$ cat config.mk
export PLATFORM = sky130hd
export DESIGN_NAME = spriteLayer
export DESIGN_NICKNAME = d
export VERILOG_FILES = /design/src/common/spritePkg.sv /design/src/common/spriteIf.sv /design/src/rtl/spriteLayer.sv /design/src/rtl/spriteCompositor.sv /design/src/rtl/heart/heartSprite.sv /design/src/rtl/obstacle/obstacleSprite.sv
export VERILOG_INCLUDE_DIRS = /design/src /design/src/common
export SDC_FILE = /design/constraint.sdc
export NUM_CORES = 1
export LEC_CHECK = 0
export BUFFER_PORTS_ARGS = -buffer_cell sky130_fd_sc_hd__buf_4
export CAP_MARGIN = 0
export CELL_PAD_IN_SITES_DETAIL_PLACEMENT = 1
export CELL_PAD_IN_SITES_GLOBAL_PLACEMENT = 2
export CORE_ASPECT_RATIO = 1.4
export CORE_MARGIN = 10
export CORE_UTILIZATION = 38
export DETAILED_ROUTE_END_ITERATION = 12
export PLACE_DENSITY_LB_ADDON = 0.1
export SLEW_MARGIN = 40
export SYNTH_ARGS = -nofsm -noshare
export SYNTH_HDL_FRONTEND = slang
export SYNTH_HIERARCHICAL = 1
export SYNTH_SLANG_ARGS = --single-unit
$ cat constraint.sdc
create_clock -name frame_Clk -period 5.15 [get_ports frame_Clk]
set_input_delay 0.7725 -clock frame_Clk [delete_from_list [all_inputs] [get_ports frame_Clk]]
set_output_delay 0.7725 -clock frame_Clk [all_outputs]
set_load 0.01 [all_outputs]
$ cat src/common/sprite_cfg.svh
`ifndef SPRITE_CFG_SVH
`define SPRITE_CFG_SVH

// playfield
`define SCREEN_W      640

// sprite rows, top edge in screen lines
`define HEART_Y       392
`define CACTUS_Y      400
`define PTERO_Y       350

// heart images, two animation frames
`define HEART1_BASE   224411
`define HEART2_BASE   224717
`define HEART1_W      18
`define HEART1_H      17
`define HEART2_W      18
`define HEART2_H      19

// obstacle images
`define CACTUS_BASE   200000
`define CACTUS_W      24
`define CACTUS_H      40
`define PTERO_BASE    210000
`define PTERO_W       46
`define PTERO_H       40

// motion in pixels per frame
`define HEART_SPEED   4
`define OBST_SPEED    6

// frames per heart image
`define ANIM_PERIOD   10

// heart spawn window, repeats every SCORE_PERIOD points
`define SCORE_PERIOD  1000
`define SCORE_LO      300
`define SCORE_HI      350

`define PTERO_FAR     670
`define PTERO_DELAY   40
`define CACTUS_DELAY  0

`define ROM_ADDR_W    18

`endif
$ cat src/common/spritePkg.sv
`default_nettype none

package spritePkg;

	// game FSM state as driven by the game controller
	typedef enum logic [1:0]
	{
		idle    = 2'd0,
		running = 2'd1,
		over    = 2'd2
	} gameStateT;

	// signed so sprites can sit partly off the left edge
	typedef logic signed [10:0] coordT;

	typedef logic [15:0] scoreT;

	// which sprite owns the current pixel
	typedef enum logic [1:0]
	{
		none   = 2'd0,
		heart  = 2'd1,
		cactus = 2'd2,
		ptero  = 2'd3
	} spriteSelT;

endpackage

`default_nettype wire

$ cat src/common/spriteIf.sv
`default_nettype none
`include "sprite_cfg.svh"

// one sprite's view of the scanned pixel plus its position
interface spriteIf;

	logic                     hit;
	logic [`ROM_ADDR_W-1:0]   address;
	spritePkg::coordT         posX;
	spritePkg::coordT         posY;

	// driven by the sprite block
	modport source
	(
		output hit,
		output address,
		output posX,
		output posY
	);

	// read by the compositor
	modport sink
	(
		input hit,
		input address,
		input posX,
		input posY
	);

endinterface

`default_nettype wire

$ cat src/rtl/spriteLayer.sv
`default_nettype none
`include "sprite_cfg.svh"

module spriteLayer
(
	input  wire logic                 frame_Clk,
	input  wire logic                 Reset,
	input  wire logic                 frameStart,
	input  wire spritePkg::gameStateT gameState,
	input  wire spritePkg::scoreT     score,
	input  wire logic                 contact,
	input  wire spritePkg::coordT     writeX,
	input  wire spritePkg::coordT     writeY,
	output logic [`ROM_ADDR_W-1:0]    romAddress,
	output logic                      pixelOn,
	output spritePkg::spriteSelT      spriteSel,
	output spritePkg::coordT          heartPosX,
	output spritePkg::coordT          cactusPosX,
	output spritePkg::coordT          pteroPosX
);

	spriteIf heartBus ();
	spriteIf cactusBus ();
	spriteIf pteroBus ();

	obstacleSprite #(
		.BASE          (`CACTUS_BASE),
		.WIDTH         (`CACTUS_W),
		.HEIGHT        (`CACTUS_H),
		.ROW_Y         (`CACTUS_Y),
		.RESPAWN_DELAY (`CACTUS_DELAY)
	) cactusObst (
		.frame_Clk  (frame_Clk),
		.Reset      (Reset),
		.frameStart (frameStart),
		.gameState  (gameState),
		.writeX     (writeX),
		.writeY     (writeY),
		.sprite     (cactusBus.source)
	);

	// pterosaur holds off at start so the two obstacles stay apart
	obstacleSprite #(
		.BASE          (`PTERO_BASE),
		.WIDTH         (`PTERO_W),
		.HEIGHT        (`PTERO_H),
		.ROW_Y         (`PTERO_Y),
		.RESPAWN_DELAY (`PTERO_DELAY)
	) pteroObst (
		.frame_Clk  (frame_Clk),
		.Reset      (Reset),
		.frameStart (frameStart),
		.gameState  (gameState),
		.writeX     (writeX),
		.writeY     (writeY),
		.sprite     (pteroBus.source)
	);

	heartSprite heartSpr (
		.frame_Clk  (frame_Clk),
		.Reset      (Reset),
		.frameStart (frameStart),
		.gameState  (gameState),
		.score      (score),
		.contact    (contact),
		.cactusPosX (cactusBus.posX),
		.pteroPosX  (pteroBus.posX),
		.writeX     (writeX),
		.writeY     (writeY),
		.sprite     (heartBus.source)
	);

	spriteCompositor compositor (
		.frame_Clk  (frame_Clk),
		.Reset      (Reset),
		.heart      (heartBus.sink),
		.cactus     (cactusBus.sink),
		.ptero      (pteroBus.sink),
		.romAddress (romAddress),
		.pixelOn    (pixelOn),
		.spriteSel  (spriteSel)
	);

	assign heartPosX  = heartBus.posX;
	assign cactusPosX = cactusBus.posX;
	assign pteroPosX  = pteroBus.posX;

endmodule

`default_nettype wire

$ cat src/rtl/spriteCompositor.sv
`default_nettype none
`include "sprite_cfg.svh"

module spriteCompositor
(
	input  wire logic                    frame_Clk,
	input  wire logic                    Reset,
	spriteIf.sink                        heart,
	spriteIf.sink                        cactus,
	spriteIf.sink                        ptero,
	output logic [`ROM_ADDR_W-1:0]       romAddress,
	output logic                         pixelOn,
	output spritePkg::spriteSelT         spriteSel
);

	spritePkg::spriteSelT    winSel;
	logic [`ROM_ADDR_W-1:0]  winAddress;

	// fixed priority, heart drawn over everything
	always_comb
	begin
		winSel     = spritePkg::none;
		winAddress = '0;
		if (heart.hit)
		begin
			winSel     = spritePkg::heart;
			winAddress = heart.address;
		end
		else if (cactus.hit)
		begin
			winSel     = spritePkg::cactus;
			winAddress = cactus.address;
		end
		else if (ptero.hit)
		begin
			winSel     = spritePkg::ptero;
			winAddress = ptero.address;
		end
	end

	always_ff @(posedge frame_Clk or posedge Reset)
	begin
		if (Reset)
		begin
			pixelOn   <= 1'b0;
			spriteSel <= spritePkg::none;
		end
		else
		begin
			pixelOn   <= heart.hit || cactus.hit || ptero.hit;
			spriteSel <= winSel;
		end
	end

	// address goes straight to the ROM
	always_ff @(posedge frame_Clk)
	begin
		romAddress <= winAddress;
	end

	assert property (@(posedge frame_Clk) disable iff (Reset)
		pixelOn == (spriteSel != spritePkg::none));

endmodule

`default_nettype wire

$ cat src/rtl/heart/heartSprite.sv
`default_nettype none
`include "sprite_cfg.svh"

module heartSprite
(
	input  wire logic                 frame_Clk,
	input  wire logic                 Reset,
	input  wire logic                 frameStart,
	input  wire spritePkg::gameStateT gameState,
	input  wire spritePkg::scoreT     score,
	input  wire logic                 contact,
	input  wire spritePkg::coordT     cactusPosX,
	input  wire spritePkg::coordT     pteroPosX,
	input  wire spritePkg::coordT     writeX,
	input  wire spritePkg::coordT     writeY,
	spriteIf.source                   sprite
);

	localparam int AddrW      = `ROM_ADDR_W;
	localparam int AnimPeriod = `ANIM_PERIOD;
	localparam int CntW       = $clog2(AnimPeriod + 1);

	spritePkg::coordT     posX;
	logic                 active;
	logic                 collected;
	logic [CntW-1:0]      frameCnt;
	logic                 drawFirst;
	spritePkg::scoreT     scoreInBlock;
	logic                 spawnOk;
	logic                 isRunning;
	logic [AddrW-1:0]     imgBase;
	spritePkg::coordT     imgW;
	spritePkg::coordT     imgH;
	spritePkg::coordT     dx;
	spritePkg::coordT     dy;

	assign isRunning    = (gameState == spritePkg::running);
	assign scoreInBlock = score % spritePkg::scoreT'(`SCORE_PERIOD);

	// spawn only in the score window and when the obstacles leave room
	assign spawnOk = (scoreInBlock > `SCORE_LO) && (scoreInBlock < `SCORE_HI)
		&& (cactusPosX < (`SCREEN_W / 2))
		&& ((pteroPosX < (`SCREEN_W / 2)) || (pteroPosX > `PTERO_FAR));

	always_ff @(posedge frame_Clk or posedge Reset)
	begin
		if (Reset)
		begin
			posX      <= spritePkg::coordT'(`SCREEN_W);
			active    <= 1'b0;
			collected <= 1'b0;
		end
		else
		begin
			// player touched it, hide until it goes idle
			if (contact && active)
				collected <= 1'b1;
			if (frameStart && isRunning)
			begin
				if (active)
				begin
					if (posX < 0)
					begin
						posX      <= spritePkg::coordT'(`SCREEN_W);
						active    <= 1'b0;
						collected <= 1'b0;
					end
					else
						posX <= posX - spritePkg::coordT'(`HEART_SPEED);
				end
				else if (spawnOk)
				begin
					active <= 1'b1;
					posX   <= posX - spritePkg::coordT'(`HEART_SPEED);
				end
			end
		end
	end

	// animation runs on every frame regardless of game state
	always_ff @(posedge frame_Clk or posedge Reset)
	begin
		if (Reset)
		begin
			frameCnt  <= CntW'(1);
			drawFirst <= 1'b1;
		end
		else if (frameStart)
		begin
			if (frameCnt == CntW'(AnimPeriod))
			begin
				frameCnt  <= CntW'(1);
				drawFirst <= ~drawFirst;
			end
			else
				frameCnt <= frameCnt + CntW'(1);
		end
	end

	always_comb
	begin
		if (drawFirst)
		begin
			imgBase = AddrW'(`HEART1_BASE);
			imgW    = spritePkg::coordT'(`HEART1_W);
			imgH    = spritePkg::coordT'(`HEART1_H);
		end
		else
		begin
			imgBase = AddrW'(`HEART2_BASE);
			imgW    = spritePkg::coordT'(`HEART2_W);
			imgH    = spritePkg::coordT'(`HEART2_H);
		end
	end

	assign sprite.posX = posX;
	assign sprite.posY = spritePkg::coordT'(`HEART_Y);

	assign dx = writeX - sprite.posX;
	assign dy = writeY - sprite.posY;

	assign sprite.hit = active && !collected && (dx >= 0) && (dx < imgW)
		&& (dy >= 0) && (dy < imgH);
	// row major within the current image
	assign sprite.address = imgBase + AddrW'(dy) * AddrW'(imgW) + AddrW'(dx);

	// idle heart parks at the right edge and never shows
	assert property (@(posedge frame_Clk) disable iff (Reset)
		!active |-> (sprite.posX == `SCREEN_W) && !sprite.hit);

	assert property (@(posedge frame_Clk) disable iff (Reset)
		(frameCnt >= CntW'(1)) && (frameCnt <= CntW'(AnimPeriod)));

endmodule

`default_nettype wire

$ cat src/rtl/obstacle/obstacleSprite.sv
`default_nettype none
`include "sprite_cfg.svh"

module obstacleSprite
#(
	parameter int BASE          = `CACTUS_BASE,
	parameter int WIDTH         = `CACTUS_W,
	parameter int HEIGHT        = `CACTUS_H,
	parameter int ROW_Y         = `CACTUS_Y,
	parameter int RESPAWN_DELAY = `CACTUS_DELAY
)
(
	input  wire logic                 frame_Clk,
	input  wire logic                 Reset,
	input  wire logic                 frameStart,
	input  wire spritePkg::gameStateT gameState,
	input  wire spritePkg::coordT     writeX,
	input  wire spritePkg::coordT     writeY,
	spriteIf.source                   sprite
);

	localparam int AddrW = `ROM_ADDR_W;

	spritePkg::coordT posX;
	// frames left before the obstacle starts scrolling again
	logic [7:0]       delayCnt;
	spritePkg::coordT dx;
	spritePkg::coordT dy;
	logic [AddrW-1:0] offset;

	always_ff @(posedge frame_Clk or posedge Reset)
	begin
		if (Reset)
		begin
			posX     <= spritePkg::coordT'(`SCREEN_W);
			delayCnt <= 8'(RESPAWN_DELAY);
		end
		else if (frameStart && (gameState == spritePkg::running))
		begin
			if (delayCnt != 8'd0)
				delayCnt <= delayCnt - 8'd1;
			else if (posX < -spritePkg::coordT'(WIDTH))
			begin
				// fully off the left edge, wrap back to the right
				posX     <= spritePkg::coordT'(`SCREEN_W);
				delayCnt <= 8'(RESPAWN_DELAY);
			end
			else
				posX <= posX - spritePkg::coordT'(`OBST_SPEED);
		end
	end

	assign sprite.posX = posX;
	assign sprite.posY = spritePkg::coordT'(ROW_Y);

	// pixel offset relative to the sprite's top left corner
	assign dx = writeX - sprite.posX;
	assign dy = writeY - sprite.posY;

	assign sprite.hit = (dx >= 0) && (dx < spritePkg::coordT'(WIDTH))
		&& (dy >= 0) && (dy < spritePkg::coordT'(HEIGHT));

	assign offset         = AddrW'(dy) * AddrW'(WIDTH) + AddrW'(dx);
	assign sprite.address = AddrW'(BASE) + offset;

	assert property (@(posedge frame_Clk) disable iff (Reset)
		sprite.posX <= `SCREEN_W);

endmodule

`default_nettype wire

==> impl_metrics.env <==
export IMPL_setup_slack_ns=-0.7837
export IMPL_rsz0062_at_grt="yes"
export IMPL_critPathMaxFanout=7
export IMPL_routed_via_count=13382
export IMPL_dpl_cell_count=2405
export IMPL_critPathArrivalTime_ns=6.13
export IMPL_critical_path_required_ns=5.35
export IMPL_maxCapViolCount=0
export IMPL_synth_yosys_warnings=6
export IMPL_die_area_um2=42070
export IMPL_regToRegEndpoint="compositor/romAddress[17]"
export IMPL_r2r_slack_ns=0.13
export IMPL_cts_tree="done"
export IMPL_min_period_ns=5.934
export IMPL_gp_congestion=0.8557
export IMPL_htree_levels=3
export IMPL_route_detailed_drc=0
export IMPL_nNetsFinal=2272
export IMPL_crit_path_start="score[13]"
export IMPL_final_max_slew_viol_count=0
export IMPL_vdd_drop_max_mv=0.7680
export IMPL_wirelength_mm=46.39
export IMPL_drt_initial_drc_count=468
export IMPL_start_util_pct=38.26
export IMPL_skew_ns=0.01211
export IMPL_row_count=80
export IMPL_wire_per_inst_um=18.84
export IMPL_endpoint_kind="register"
export IMPL_core_um2=33930
export IMPL_grt_pass1_vias=14533
export IMPL_power_density_nw_per_um2=761.4
export IMPL_antenna_found_initial=0
export IMPL_r2r_start="heartSpr/sprite.posX[2]"
export IMPL_antenna_left=0
export IMPL_hold_violations=0
export IMPL_dieHeight_um=238.7
export IMPL_min_path_type="input pin to asynchronous set/reset pin"
export IMPL_fin_cells=2463
export IMPL_drt_vias_per_instance=5.433
export IMPL_utilization_pct=53.93
export IMPL_grt_max_degree=40
export IMPL_period_share_pct=115.2
export IMPL_area_growth_pct=40.96
export IMPL_clk_pin_slew_worst_paths_ns=0.06
export IMPL_syn_area_um2=12980
export IMPL_grt_pass1_wl_mm=73.37
export IMPL_grt_ovfl_total=0
export IMPL_drive_gt1_share_pct=35.09
export IMPL_synth_cells=1632
export IMPL_p_leak_nw=8.416
export IMPL_relSlewSlack_pct=45.26
export IMPL_status="finished with violations"
export IMPL_grtUsageTotal_pct=21.28
export IMPL_antenna_diode_count=0
export IMPL_ff2ff_path_depth=28
export IMPL_cts_sinks=73
export IMPL_cts_buffers=9
export IMPL_first_pass_iters=5
export IMPL_dp_hpwl_mm=36.57
export IMPL_start_kind="input pin"
export IMPL_fmax_ghz=0.1685
export IMPL_setup_violations=14
export IMPL_clk_insertion_delay_late_ns=0.37
export IMPL_io_pins=98
export IMPL_fp_dieW_um=176.2
export IMPL_path_class="input pin to register"
export IMPL_clockBufferDepth=2
export IMPL_worst_pin_slew_ns=0.8097
export IMPL_numPortBuffers=93
export IMPL_avgSynthCellArea_um2=7.956
export IMPL_failed_checks="negative setup slack"
export IMPL_cts_root_buf="clkbuf_16"
[layout make-up]
type,count,area [um2]
Multi-Input combinational cell,1314,11660
Timing Repair Buffer,408,3249
Tap cell,451,564.3
Fill cell,4015,15630
Sequential cell,73,1749
Inverter,201,754.5
Clock buffer,9,225.2
Clock inverter,7,100.1
[repair_timing]
item                                    CTS  global route
gates resized for setup                 117           122
cloned                                    2             0
hold endpoints to repair                  0             0
pin swaps                                85            83
hold buffers                              0             0
setup buffers                            26            19
endpoints found under the setup margin   18            19
[how the worst max path moves through the flow]
stage                                   end  slack, ns  depth (start not counted)
global placement    heartSpr/sprite.posX[3]      -1.05                         21
floorplan           heartSpr/sprite.posX[3]      -0.71                         22
finish              heartSpr/sprite.posX[5]      -0.78                         23
global route        heartSpr/sprite.posX[3]      -0.98                         22
detailed placement  heartSpr/sprite.posX[3]      -1.27                         20
CTS                 heartSpr/sprite.posX[3]      -0.61                         23
[through the flow]
stage	instance area [um2]	total power, W	hold WS [ns]	setup TNS [ns]	setup WS [ns]
after floorplan	13360	0.007587	0.4471	-7.393	-0.7118
after global placement	16410	0.01124	0.4647	-15.28	-1.050
after detailed placement	16420	0.01149	0.4782	-17.73	-1.271
after CTS	17520	0.01287	0.3416	-6.402	-0.6134
after global routing	18300	0.01535	0.3594	-12.02	-0.9771
final	18300	0.01393	0.3602	-8.318	-0.7837
[layer usage]
| metal | GRT usage [%] | up-vias | wire [um] |
|---|---|---|---|
| met3 | 2.655 | 67 | 1093 |
| li1 | - | 6550 | - |
| met5 | 0 | - | 0 |
| met1 | 23.46 | 6587 | 18640 |
| met2 | 40.56 | 178 | 25340 |
| met4 | 7.235 | 0 | 1323 |
[layout by cell type, fill, tap and decap left out, types with 44 or more instances in the layout]
| cell | n |
|---|---|
| nand2_1 | 89 |
| a21oi_2 | 54 |
| xor2_1 | 44 |
| ha_1 | 176 |
| nor2_1 | 77 |
| o21ai_0 | 75 |
| xnor2_1 | 84 |
| buf_4 | 369 |
| a21oi_1 | 93 |
| inv_1 | 190 |
| dfrtp_1 | 45 |
[registers in the layout (all words and copies together) (netlist names), 2 cells and up]
register / flops
cactusObst/delayCnt: 8
cactusObst/sprite.posX: 10
compositor/romAddress: 18
compositor/spriteSel: 2
heartSpr/frameCnt: 4
heartSpr/sprite.posX: 9
pteroObst/delayCnt: 8
pteroObst/sprite.posX: 10
[critical path, stage by stage]
cell and delay [ns]:
buf_8 0.08, nand4_1 0.20, or3_4 0.43, o311a_4 0.14, and2_4 0.18, a21o_4 0.24
a211o_4 0.39, nand2_2 0.14, mux2_4 0.39, o211ai_1 0.28, a2111oi_4 0.11, buf_4 0.17
a31oi_4 0.24, o21a_1 0.22, nor3_4 0.07, buf_4 0.14, a211oi_1 0.26, o31a_1 0.19
or4b_4 0.47, a2111o_1 0.51, buf_4 0.19, nor4_1 0.20, a311oi_1 0.09
[report_power, final]
part           leakage (nW)  internal [W]  switching (W)
Clock                 0.161      0.000429       0.000286
Combinational          7.45       0.00620        0.00600
Sequential            0.803      0.000753       0.000269
Total                  8.42       0.00738        0.00655
Power figures use the tool's default switching activity.
